==> config.mk <==
export PLATFORM = sky130hd
export DESIGN_NAME = lc3b_pipe
export DESIGN_NICKNAME = d
export VERILOG_FILES = /design/src/source/lc3b_types.sv /design/src/source/decode.sv /design/src/source/execute.sv /design/src/source/fetch.sv /design/src/source/lc3b_pipe.sv /design/src/source/mem_wb.sv /design/src/source/pipe_reg.sv /design/src/source/regfile.sv
export SDC_FILE = /design/constraint.sdc
export NUM_CORES = 1
export LEC_CHECK = 0
export ABC_AREA = 0
export BUFFER_PORTS_ARGS = -buffer_cell sky130_fd_sc_hd__clkbuf_2
export CAP_MARGIN = 20
export CORE_MARGIN = 10
export CORE_UTILIZATION = 40
export CTS_CLUSTER_SIZE = 20
export DETAILED_ROUTE_END_ITERATION = 10
export PLACE_DENSITY = 0.6
export SLEW_MARGIN = 10
export SYNTH_ARGS = -nofsm -noshare
export SYNTH_HDL_FRONTEND = slang
export SYNTH_HIERARCHICAL = 1
export SYNTH_SLANG_ARGS = --single-unit
==> constraint.sdc <==
create_clock -name clk -period 7.3 [get_ports clk]
set_input_delay 1.095 -clock clk [delete_from_list [all_inputs] [get_ports clk]]
set_output_delay 1.095 -clock clk [all_outputs]
set_load 0.02 [all_outputs]
==> src/source/lc3b_types.sv <==
`default_nettype none

package lc3b_types;

typedef logic [15:0] lc3b_word;
typedef logic [2:0] lc3b_reg;

typedef enum logic [3:0] {
	op_br   = 4'b0000,
	op_add  = 4'b0001,
	op_ldb  = 4'b0010,
	op_stb  = 4'b0011,
	op_jsr  = 4'b0100,
	op_and  = 4'b0101,
	op_ldr  = 4'b0110,
	op_str  = 4'b0111,
	op_rti  = 4'b1000,
	op_not  = 4'b1001,
	op_ldi  = 4'b1010,
	op_sti  = 4'b1011,
	op_jmp  = 4'b1100,
	op_shf  = 4'b1101,
	op_lea  = 4'b1110,
	op_trap = 4'b1111
} lc3b_opcode;

typedef enum logic [1:0] {
	alu_add,
	alu_and,
	alu_not,
	alu_pass
} lc3b_aluop;

typedef enum logic [1:0] {
	srcb_reg,
	srcb_imm5,
	srcb_off6, // offset6 << 1
	srcb_off9  // offset9 << 1
} lc3b_srcb;

typedef struct packed {
	logic srca_sel; // 1 selects pc
	lc3b_srcb srcb_sel;
	lc3b_aluop aluop;
	logic load_regfile;
	logic load_cc;
	logic mem_read;
	logic mem_write;
	logic is_branch;
	logic wb_sel; // 1 selects load data
} lc3b_ctrl;

typedef struct packed {
	lc3b_word pc; // already incremented
	lc3b_word instr;
	logic valid;
} if_id_t;

typedef struct packed {
	lc3b_word pc;
	lc3b_word instr;
	lc3b_ctrl ctrl;
	lc3b_word sr1_val;
	lc3b_word sr2_val;
	logic valid;
} id_ex_t;

typedef struct packed {
	lc3b_word alu_out; // result or address
	lc3b_word store_data;
	lc3b_reg dest;
	lc3b_ctrl ctrl;
	logic valid;
} ex_mem_t;

endpackage

`default_nettype wire

==> src/source/decode.sv <==
`default_nettype none

module decode (
	input  wire logic clk,
	input  wire logic rst_n,
	input  wire logic stall,
	input  wire logic flush,
	input  wire lc3b_types::if_id_t if_id,
	input  wire logic wb_load,
	input  wire lc3b_types::lc3b_reg wb_dest,
	input  wire lc3b_types::lc3b_word wb_data,
	output lc3b_types::id_ex_t id_ex
);

lc3b_types::lc3b_opcode opcode;
lc3b_types::lc3b_reg src_a;
lc3b_types::lc3b_reg src_b;
lc3b_types::lc3b_word sr1_val;
lc3b_types::lc3b_word sr2_val;
lc3b_types::lc3b_ctrl ctrl;
lc3b_types::id_ex_t id_ex_d;

assign opcode = lc3b_types::lc3b_opcode'(if_id.instr[15:12]);
assign src_a = if_id.instr[8:6];
assign src_b = (opcode == lc3b_types::op_str) ? if_id.instr[11:9] : if_id.instr[2:0]; // str data reg

regfile rf (
	.clk,
	.rst_n,
	.load(wb_load),
	.dest(wb_dest),
	.data(wb_data),
	.src_a,
	.src_b,
	.reg_a(sr1_val),
	.reg_b(sr2_val)
);

always_comb begin
	ctrl = '0; // anything not listed below is a nop
	ctrl.aluop = lc3b_types::alu_pass;
	case (opcode)
		lc3b_types::op_add, lc3b_types::op_and: begin
			ctrl.aluop = (opcode == lc3b_types::op_add) ? lc3b_types::alu_add
				: lc3b_types::alu_and;
			ctrl.srcb_sel = if_id.instr[5] ? lc3b_types::srcb_imm5 : lc3b_types::srcb_reg;
			ctrl.load_regfile = 1'b1;
			ctrl.load_cc = 1'b1;
		end
		lc3b_types::op_not: begin
			ctrl.aluop = lc3b_types::alu_not;
			ctrl.load_regfile = 1'b1;
			ctrl.load_cc = 1'b1;
		end
		lc3b_types::op_ldr: begin
			ctrl.aluop = lc3b_types::alu_add;
			ctrl.srcb_sel = lc3b_types::srcb_off6;
			ctrl.mem_read = 1'b1;
			ctrl.wb_sel = 1'b1;
			ctrl.load_regfile = 1'b1;
			ctrl.load_cc = 1'b1;
		end
		lc3b_types::op_str: begin
			ctrl.aluop = lc3b_types::alu_add;
			ctrl.srcb_sel = lc3b_types::srcb_off6;
			ctrl.mem_write = 1'b1;
		end
		lc3b_types::op_lea: begin
			ctrl.srca_sel = 1'b1;
			ctrl.aluop = lc3b_types::alu_add;
			ctrl.srcb_sel = lc3b_types::srcb_off9;
			ctrl.load_regfile = 1'b1; // lc-3b lea leaves cc alone
		end
		lc3b_types::op_br: begin
			ctrl.srca_sel = 1'b1;
			ctrl.aluop = lc3b_types::alu_add;
			ctrl.srcb_sel = lc3b_types::srcb_off9;
			ctrl.is_branch = 1'b1; // nzp 000 never taken
		end
		default: ;
	endcase
end

always_comb begin
	id_ex_d.pc = if_id.pc;
	id_ex_d.instr = if_id.instr;
	id_ex_d.ctrl = ctrl;
	id_ex_d.sr1_val = sr1_val;
	id_ex_d.sr2_val = sr2_val;
	id_ex_d.valid = if_id.valid;
end

pipe_reg #(.payload_t(lc3b_types::id_ex_t)) id_ex_reg (
	.clk,
	.rst_n,
	.load(!stall),
	.flush,
	.d(id_ex_d),
	.q(id_ex)
);

// a stalled instruction stays in ID_EX
a_held_on_stall: assert property (@(posedge clk) disable iff (!rst_n)
	stall && id_ex.valid |=> id_ex.valid && $stable(id_ex.instr));

endmodule

`default_nettype wire

==> src/source/execute.sv <==
`default_nettype none

module execute (
	input  wire logic clk,
	input  wire logic rst_n,
	input  wire logic stall,
	input  wire lc3b_types::id_ex_t id_ex,
	input  wire logic [2:0] cc,
	output logic branch_taken,
	output lc3b_types::lc3b_word branch_target,
	output lc3b_types::ex_mem_t ex_mem
);

lc3b_types::lc3b_word imm5_sext;
lc3b_types::lc3b_word off6_sext;
lc3b_types::lc3b_word off9_sext;
lc3b_types::lc3b_word alu_a;
lc3b_types::lc3b_word alu_b;
lc3b_types::lc3b_word alu_out;
lc3b_types::ex_mem_t ex_mem_d;

assign imm5_sext = {{11{id_ex.instr[4]}}, id_ex.instr[4:0]};
assign off6_sext = {{9{id_ex.instr[5]}}, id_ex.instr[5:0], 1'b0}; // word offsets
assign off9_sext = {{6{id_ex.instr[8]}}, id_ex.instr[8:0], 1'b0};

assign alu_a = id_ex.ctrl.srca_sel ? id_ex.pc : id_ex.sr1_val;

always_comb begin
	case (id_ex.ctrl.srcb_sel)
		lc3b_types::srcb_imm5: alu_b = imm5_sext;
		lc3b_types::srcb_off6: alu_b = off6_sext;
		lc3b_types::srcb_off9: alu_b = off9_sext;
		default: alu_b = id_ex.sr2_val;
	endcase
end

always_comb begin
	case (id_ex.ctrl.aluop)
		lc3b_types::alu_add: alu_out = alu_a + alu_b;
		lc3b_types::alu_and: alu_out = alu_a & alu_b;
		lc3b_types::alu_not: alu_out = ~alu_a;
		default: alu_out = alu_b;
	endcase
end

// nzp field of the branch against the committed cc
assign branch_taken = id_ex.valid && id_ex.ctrl.is_branch && |(id_ex.instr[11:9] & cc);
assign branch_target = alu_out;

always_comb begin
	ex_mem_d.alu_out = alu_out;
	ex_mem_d.store_data = id_ex.sr2_val;
	ex_mem_d.dest = id_ex.instr[11:9];
	ex_mem_d.ctrl = id_ex.ctrl;
	ex_mem_d.valid = id_ex.valid;
end

pipe_reg #(.payload_t(lc3b_types::ex_mem_t)) ex_mem_reg (
	.clk,
	.rst_n,
	.load(!stall),
	.flush(1'b0), // the branch itself is older than anything squashed
	.d(ex_mem_d),
	.q(ex_mem)
);

endmodule

`default_nettype wire

==> src/source/fetch.sv <==
`default_nettype none

module fetch #(
	parameter lc3b_types::lc3b_word RESET_PC = 16'h0000
) (
	input  wire logic clk,
	input  wire logic rst_n,
	input  wire logic stall,
	input  wire logic branch_taken,
	input  wire lc3b_types::lc3b_word branch_target,
	input  wire lc3b_types::lc3b_word imem_rdata,
	input  wire logic imem_resp,
	output lc3b_types::lc3b_word imem_addr,
	output logic imem_read,
	output lc3b_types::if_id_t if_id
);

lc3b_types::lc3b_word pc;
lc3b_types::lc3b_word pc_plus2;
lc3b_types::if_id_t if_id_d;

assign pc_plus2 = pc + 16'd2;
assign imem_addr = pc;

always_ff @(posedge clk) begin
	if (!rst_n) begin
		pc <= RESET_PC;
		imem_read <= 1'b0;
	end else begin
		imem_read <= 1'b1; // a new request follows every response
		if (!stall) begin
			if (branch_taken) begin
				pc <= branch_target;
			end else if (imem_resp) begin
				pc <= pc_plus2;
			end
		end
	end
end

always_comb begin
	if_id_d.pc = pc_plus2;
	if_id_d.instr = imem_rdata;
	if_id_d.valid = imem_resp; // no response, no instruction
end

pipe_reg #(.payload_t(lc3b_types::if_id_t)) if_id_reg (
	.clk,
	.rst_n,
	.load(!stall),
	.flush(branch_taken),
	.d(if_id_d),
	.q(if_id)
);

// the request must not move before the instruction memory answers
a_imem_addr_stable: assert property (@(posedge clk) disable iff (!rst_n)
	imem_read && !imem_resp |=> $stable(imem_addr));

endmodule

`default_nettype wire

==> src/source/lc3b_pipe.sv <==
`default_nettype none

module lc3b_pipe #(
	parameter lc3b_types::lc3b_word RESET_PC = 16'h0000
) (
	input  wire logic clk,
	input  wire logic rst_n,
	input  wire lc3b_types::lc3b_word imem_rdata,
	input  wire logic imem_resp,
	input  wire lc3b_types::lc3b_word dmem_rdata,
	input  wire logic dmem_resp,
	output lc3b_types::lc3b_word imem_addr,
	output logic imem_read,
	output lc3b_types::lc3b_word dmem_addr,
	output logic dmem_read,
	output logic dmem_write,
	output lc3b_types::lc3b_word dmem_wdata
);

lc3b_types::if_id_t if_id;
lc3b_types::id_ex_t id_ex;
lc3b_types::ex_mem_t ex_mem;
lc3b_types::lc3b_word branch_target;
lc3b_types::lc3b_word wb_data;
lc3b_types::lc3b_reg wb_dest;
logic [2:0] cc;
logic branch_taken;
logic flush;
logic stall;
logic wb_load;
logic mem_busy;
logic mem_read_req;
logic mem_write_req;
logic dmem_done;

// data access answered while fetch still waits, do not repeat it
always_ff @(posedge clk) begin
	if (!rst_n || !stall) begin
		dmem_done <= 1'b0;
	end else if (dmem_resp) begin
		dmem_done <= 1'b1;
	end
end

assign dmem_read = mem_read_req && !dmem_done;
assign dmem_write = mem_write_req && !dmem_done;
assign stall = (imem_read && !imem_resp) || (mem_busy && !dmem_done && !dmem_resp);
assign flush = branch_taken && !stall; // redirect only when the pipe moves

fetch #(.RESET_PC(RESET_PC)) u_fetch (
	.clk, .rst_n, .stall,
	.branch_taken(flush), .branch_target,
	.imem_rdata, .imem_resp, .imem_addr, .imem_read,
	.if_id
);

decode u_decode (
	.clk, .rst_n, .stall, .flush,
	.if_id, .wb_load, .wb_dest, .wb_data,
	.id_ex
);

execute u_execute (
	.clk, .rst_n, .stall,
	.id_ex, .cc,
	.branch_taken, .branch_target,
	.ex_mem
);

mem_wb u_mem_wb (
	.clk, .rst_n, .ex_mem,
	.dmem_rdata, .dmem_resp, .dmem_addr,
	.dmem_read(mem_read_req), .dmem_write(mem_write_req), .dmem_wdata,
	.wb_load, .wb_dest, .wb_data, .cc, .mem_busy
);

endmodule

`default_nettype wire

==> src/source/mem_wb.sv <==
`default_nettype none

module mem_wb (
	input  wire logic clk,
	input  wire logic rst_n,
	input  wire lc3b_types::ex_mem_t ex_mem,
	input  wire lc3b_types::lc3b_word dmem_rdata,
	input  wire logic dmem_resp,
	output lc3b_types::lc3b_word dmem_addr,
	output logic dmem_read,
	output logic dmem_write,
	output lc3b_types::lc3b_word dmem_wdata,
	output logic wb_load,
	output lc3b_types::lc3b_reg wb_dest,
	output lc3b_types::lc3b_word wb_data,
	output logic [2:0] cc,
	output logic mem_busy
);

logic [2:0] cc_next;

assign dmem_addr = ex_mem.alu_out;
assign dmem_wdata = ex_mem.store_data;
assign dmem_read = ex_mem.valid && ex_mem.ctrl.mem_read;
assign dmem_write = ex_mem.valid && ex_mem.ctrl.mem_write;
assign mem_busy = dmem_read || dmem_write; // top masks this once the access is done

assign wb_data = ex_mem.ctrl.wb_sel ? dmem_rdata : ex_mem.alu_out;
assign wb_dest = ex_mem.dest;
// loads write back only in their response cycle
assign wb_load = ex_mem.valid && ex_mem.ctrl.load_regfile && (!ex_mem.ctrl.mem_read || dmem_resp);

always_comb begin
	if (wb_data[15]) begin
		cc_next = 3'b100;
	end else if (wb_data == '0) begin
		cc_next = 3'b010;
	end else begin
		cc_next = 3'b001;
	end
end

always_ff @(posedge clk) begin
	if (!rst_n) begin
		cc <= 3'b010; // z
	end else if (wb_load && ex_mem.ctrl.load_cc) begin
		cc <= cc_next;
	end
end

// a new store that is not answered at once keeps its address
a_store_held: assert property (@(posedge clk) disable iff (!rst_n)
	$rose(dmem_write) && !dmem_resp |=> dmem_write && $stable(dmem_addr));

endmodule

`default_nettype wire

==> src/source/pipe_reg.sv <==
`default_nettype none

module pipe_reg #(
	parameter type payload_t = lc3b_types::if_id_t
) (
	input  wire logic clk,
	input  wire logic rst_n,
	input  wire logic load,
	input  wire logic flush,
	input  wire payload_t d,
	output payload_t q
);

// only valid is cleared, the payload is don't-care while invalid
always_ff @(posedge clk) begin
	if (!rst_n || flush) begin
		q.valid <= 1'b0; // flush wins over load
	end else if (load) begin
		q <= d;
	end
end

endmodule

`default_nettype wire

==> src/source/regfile.sv <==
`default_nettype none

module regfile (
	input  wire logic clk,
	input  wire logic rst_n,
	input  wire logic load,
	input  wire lc3b_types::lc3b_reg dest,
	input  wire lc3b_types::lc3b_word data,
	input  wire lc3b_types::lc3b_reg src_a,
	input  wire lc3b_types::lc3b_reg src_b,
	output lc3b_types::lc3b_word reg_a,
	output lc3b_types::lc3b_word reg_b
);

lc3b_types::lc3b_word regs [8];

always_ff @(posedge clk) begin
	if (!rst_n) begin
		for (int i = 0; i < 8; i++) begin
			regs[i] <= '0;
		end
	end else if (load) begin
		regs[dest] <= data;
	end
end

// write-first, decode sees the value being written back
always_comb begin
	reg_a = (load && dest == src_a) ? data : regs[src_a];
	reg_b = (load && dest == src_b) ? data : regs[src_b];
end

endmodule

`default_nettype wire

==> results by group <==
Status
  • Status: completed

Routing
  • Pre-antenna DRT Iters: 7
  • First DRT Iteration DRCs: 947
  • Wire per inst: 24.4 um
  • DRC: 0
  • Routed Antenna Nets: 0
  • Total Wirelength: 41,700 um
  • DR vias/cell: 5.74
  • Vias: 9,810

Floorplan
  • Die Height: 219 um
  • Die area: 47,900 um^2
  • Number of cell rows: 72
  • Core area: 38,900 um^2
  • Chip width: 219 um
  • Initial Util: 0.407
  • Ports: 87

Logic synthesis
  • Syn avg cell area: 14.1 um^2
  • YS warnings: 6
  • Synth Cell Area: 15,800 um^2
  • Cell count after synthesis: 1,124

Hold path
  • Hold Crit Class: reg2reg

Clock network
  • CTS buffer count: 35
  • Root Buffer Master: clkbuf_16
  • CTS Buffer Depth: 3
  • CTS tree: built
  • Worst-path clk slew: 60 ps
  • Clock Sink Count: 295
  • Clock H-tree levels: 2
  • Clk_lat worst skew: 510 ps
  • Post-CTS Setup Inserts: 0
  • CTS Hold Bufs: 0
  • # resized after CTS: 0

Layout
  • Post-layout util: 0.453
  • Finished Cell Area: 17,600 um^2
  • Area grow syn2layout: 11.3%
  • Register area: 8620 um^2
  • Share of cells above drive strength 1: 0.245
  • Final nets: 1,220
  • Area of the multi-input gates: 6480 um^2
  • Inserted Diodes: 0
  • Filler cell count in the final layout: 3,458

Run
  • Max Cap Viol: 0

Placed design
  • DP Area: 16,400 um^2
  • Placer Congestion: 0.865
  • Detail Placement HPWL: 27,700 um
  • Pre-CTS setup slack: 3430 ps
  • Port Buf Inserts: 86

Power and ir drop
  • Power density cells: 243 nW/um^2
  • Clk pwr share: 0.410
  • Int Power: 3.23 mW
  • Comb power frac: 0.122
  • Psw: 1.06 mW
  • Sequential share of power: 0.468
  • Leakage: 6.73 nW
  • Maximum VDD drop: 0.000158 V
  • Sw frac: 0.246

STA
  • Hold WS: 417 ps
  • Slew margin rel.: 0.282
  • Final Max Tran Viols: 0
  • RSZ-0062 raised after global routing: false
  • Tcrit/Tclk final: 0.532
  • Fin crit period: 3880 ps
  • Final Hold Fails: 0
  • Final clock skew: 16.6 ps
  • Final-report setup violation count: 0
  • FMAX: 0.258 GHz
  • Setup WS post-layout: 3420 ps
  • Slew @ Worst Pin: 1070 ps
  • Setup TNS: 0 ps

Global routing
  • Largest net degree at the start of global routing: 72
  • Initial antenna violation count: 0
  • Gr usage total: 0.171
  • Vias in the first global route: 9,778
  • Gr ovfl total: 0
  • Global-route wire length before repair: 62,000 um

Critical path
  • Kind of critical path: reg2reg
  • Crit path max fanout: 18
  • Worst setup SP type: flip-flop
  • Req. time, crit path: 7710 ps
  • Crit end category: flip-flop
  • Crit path DAT: 4290 ps
-- power by group through the flow --
| stage | clock network, mW | registers [mW] | logic, mW |
|---|---|---|---|
| after floorplan | 0 | 2.00 | 0.402 |
| final | 1.76 | 2.01 | 0.523 |
| after global routing | 1.86 | 2.01 | 0.568 |
| after global placement | 0 | 2.04 | 0.509 |
| after detailed placement | 0 | 2.04 | 0.519 |
| after CTS | 1.79 | 2.01 | 0.521 |
-- per-layer routing --
layer / vias up / routed length [um] / global-route usage
met3: 63 / 3730 / 0.0404
met2: 446 / 18600 / 0.258
met1: 4896 / 18400 / 0.240
met5: - / 0 / 0
li1: 4405 / - / -
met4: 0 / 970 / 0.0503
-- worst paths after layout --
| check | from | end | slack, ps | cells after the start |
|---|---|---|---|---|
| min reg2reg | u_fetch/if_id_reg/q[29] | u_decode/id_ex_reg/q[72] | 420 | 0 |
| max | u_decode/id_ex_reg/q[41] | u_fetch/imem_addr[14] | 3420 | 14 |
| min | u_fetch/if_id_reg/q[29] | u_decode/id_ex_reg/q[72] | 420 | 0 |
| max reg2reg | u_decode/id_ex_reg/q[41] | u_fetch/imem_addr[14] | 3420 | 14 |
-- flip-flops by register name, indices dropped and copies added (netlist names) --
register,flops
u_fetch/imem_read,1
u_decode/rf/regs,128
u_decode/id_ex_reg/q,72
u_fetch/if_id_reg/q,33
u_execute/ex_mem_reg/q,41
u_mem_wb/cc,3
u_fetch/imem_addr,16
dmem_done,1
-- per-stage QoR --
| step | power (mW) | instances |
|---|---|---|
| after floorplan | 2.40 | 1125 |
| after global placement | 2.55 | 1644 |
| after detailed placement | 2.56 | 1645 |
| after CTS | 4.32 | 1708 |
| after global routing | 4.44 | 1709 |
| final | 4.29 | 1709 |
-- cell type report --
class / count / area share
repair buffers: 107 / 0.0356
well taps: 518 / 0.0368
clock buffers: 42 / 0.0536
flip-flops and latches: 295 / 0.489
inverters: 24 / 0.00511
clock inverters: 21 / 0.0121
multi-input cells: 702 / 0.368
-- placed cells by master, fill, tap and decap left out, types with 11 or more instances in the layout --
cell       count
mux4_1        60
mux2_4        11
xnor2_1       18
mux2_2        85
o21ai_1       12
nand2b_1      16
and2_1       133
nand2_1       41
o21ai_0       23
nand3_1       17
clkbuf_16     37
dfxtp_1       24
buf_4         19
mux2i_1       19
inv_1         23
a21oi_1       41
edfxtp_1     271
nor2_1        36
ha_1          18
clkbuf_2      86
-- critical path, cell delays in order, from the launching register on --
cell and delay (ps):
edfxtp_1 850, mux2i_1 150, o21ai_0 330, inv_1 110, fa_1 460, nor2b_4 160, o211ai_2 100, a31o_4 260
o21ba_1 190, o21ai_2 140, xor2_1 70, mux4_2 470, a22oi_1 160, o22ai_1 100, a41o_1 210
Note: power is estimated with default switching activity, not from simulation.
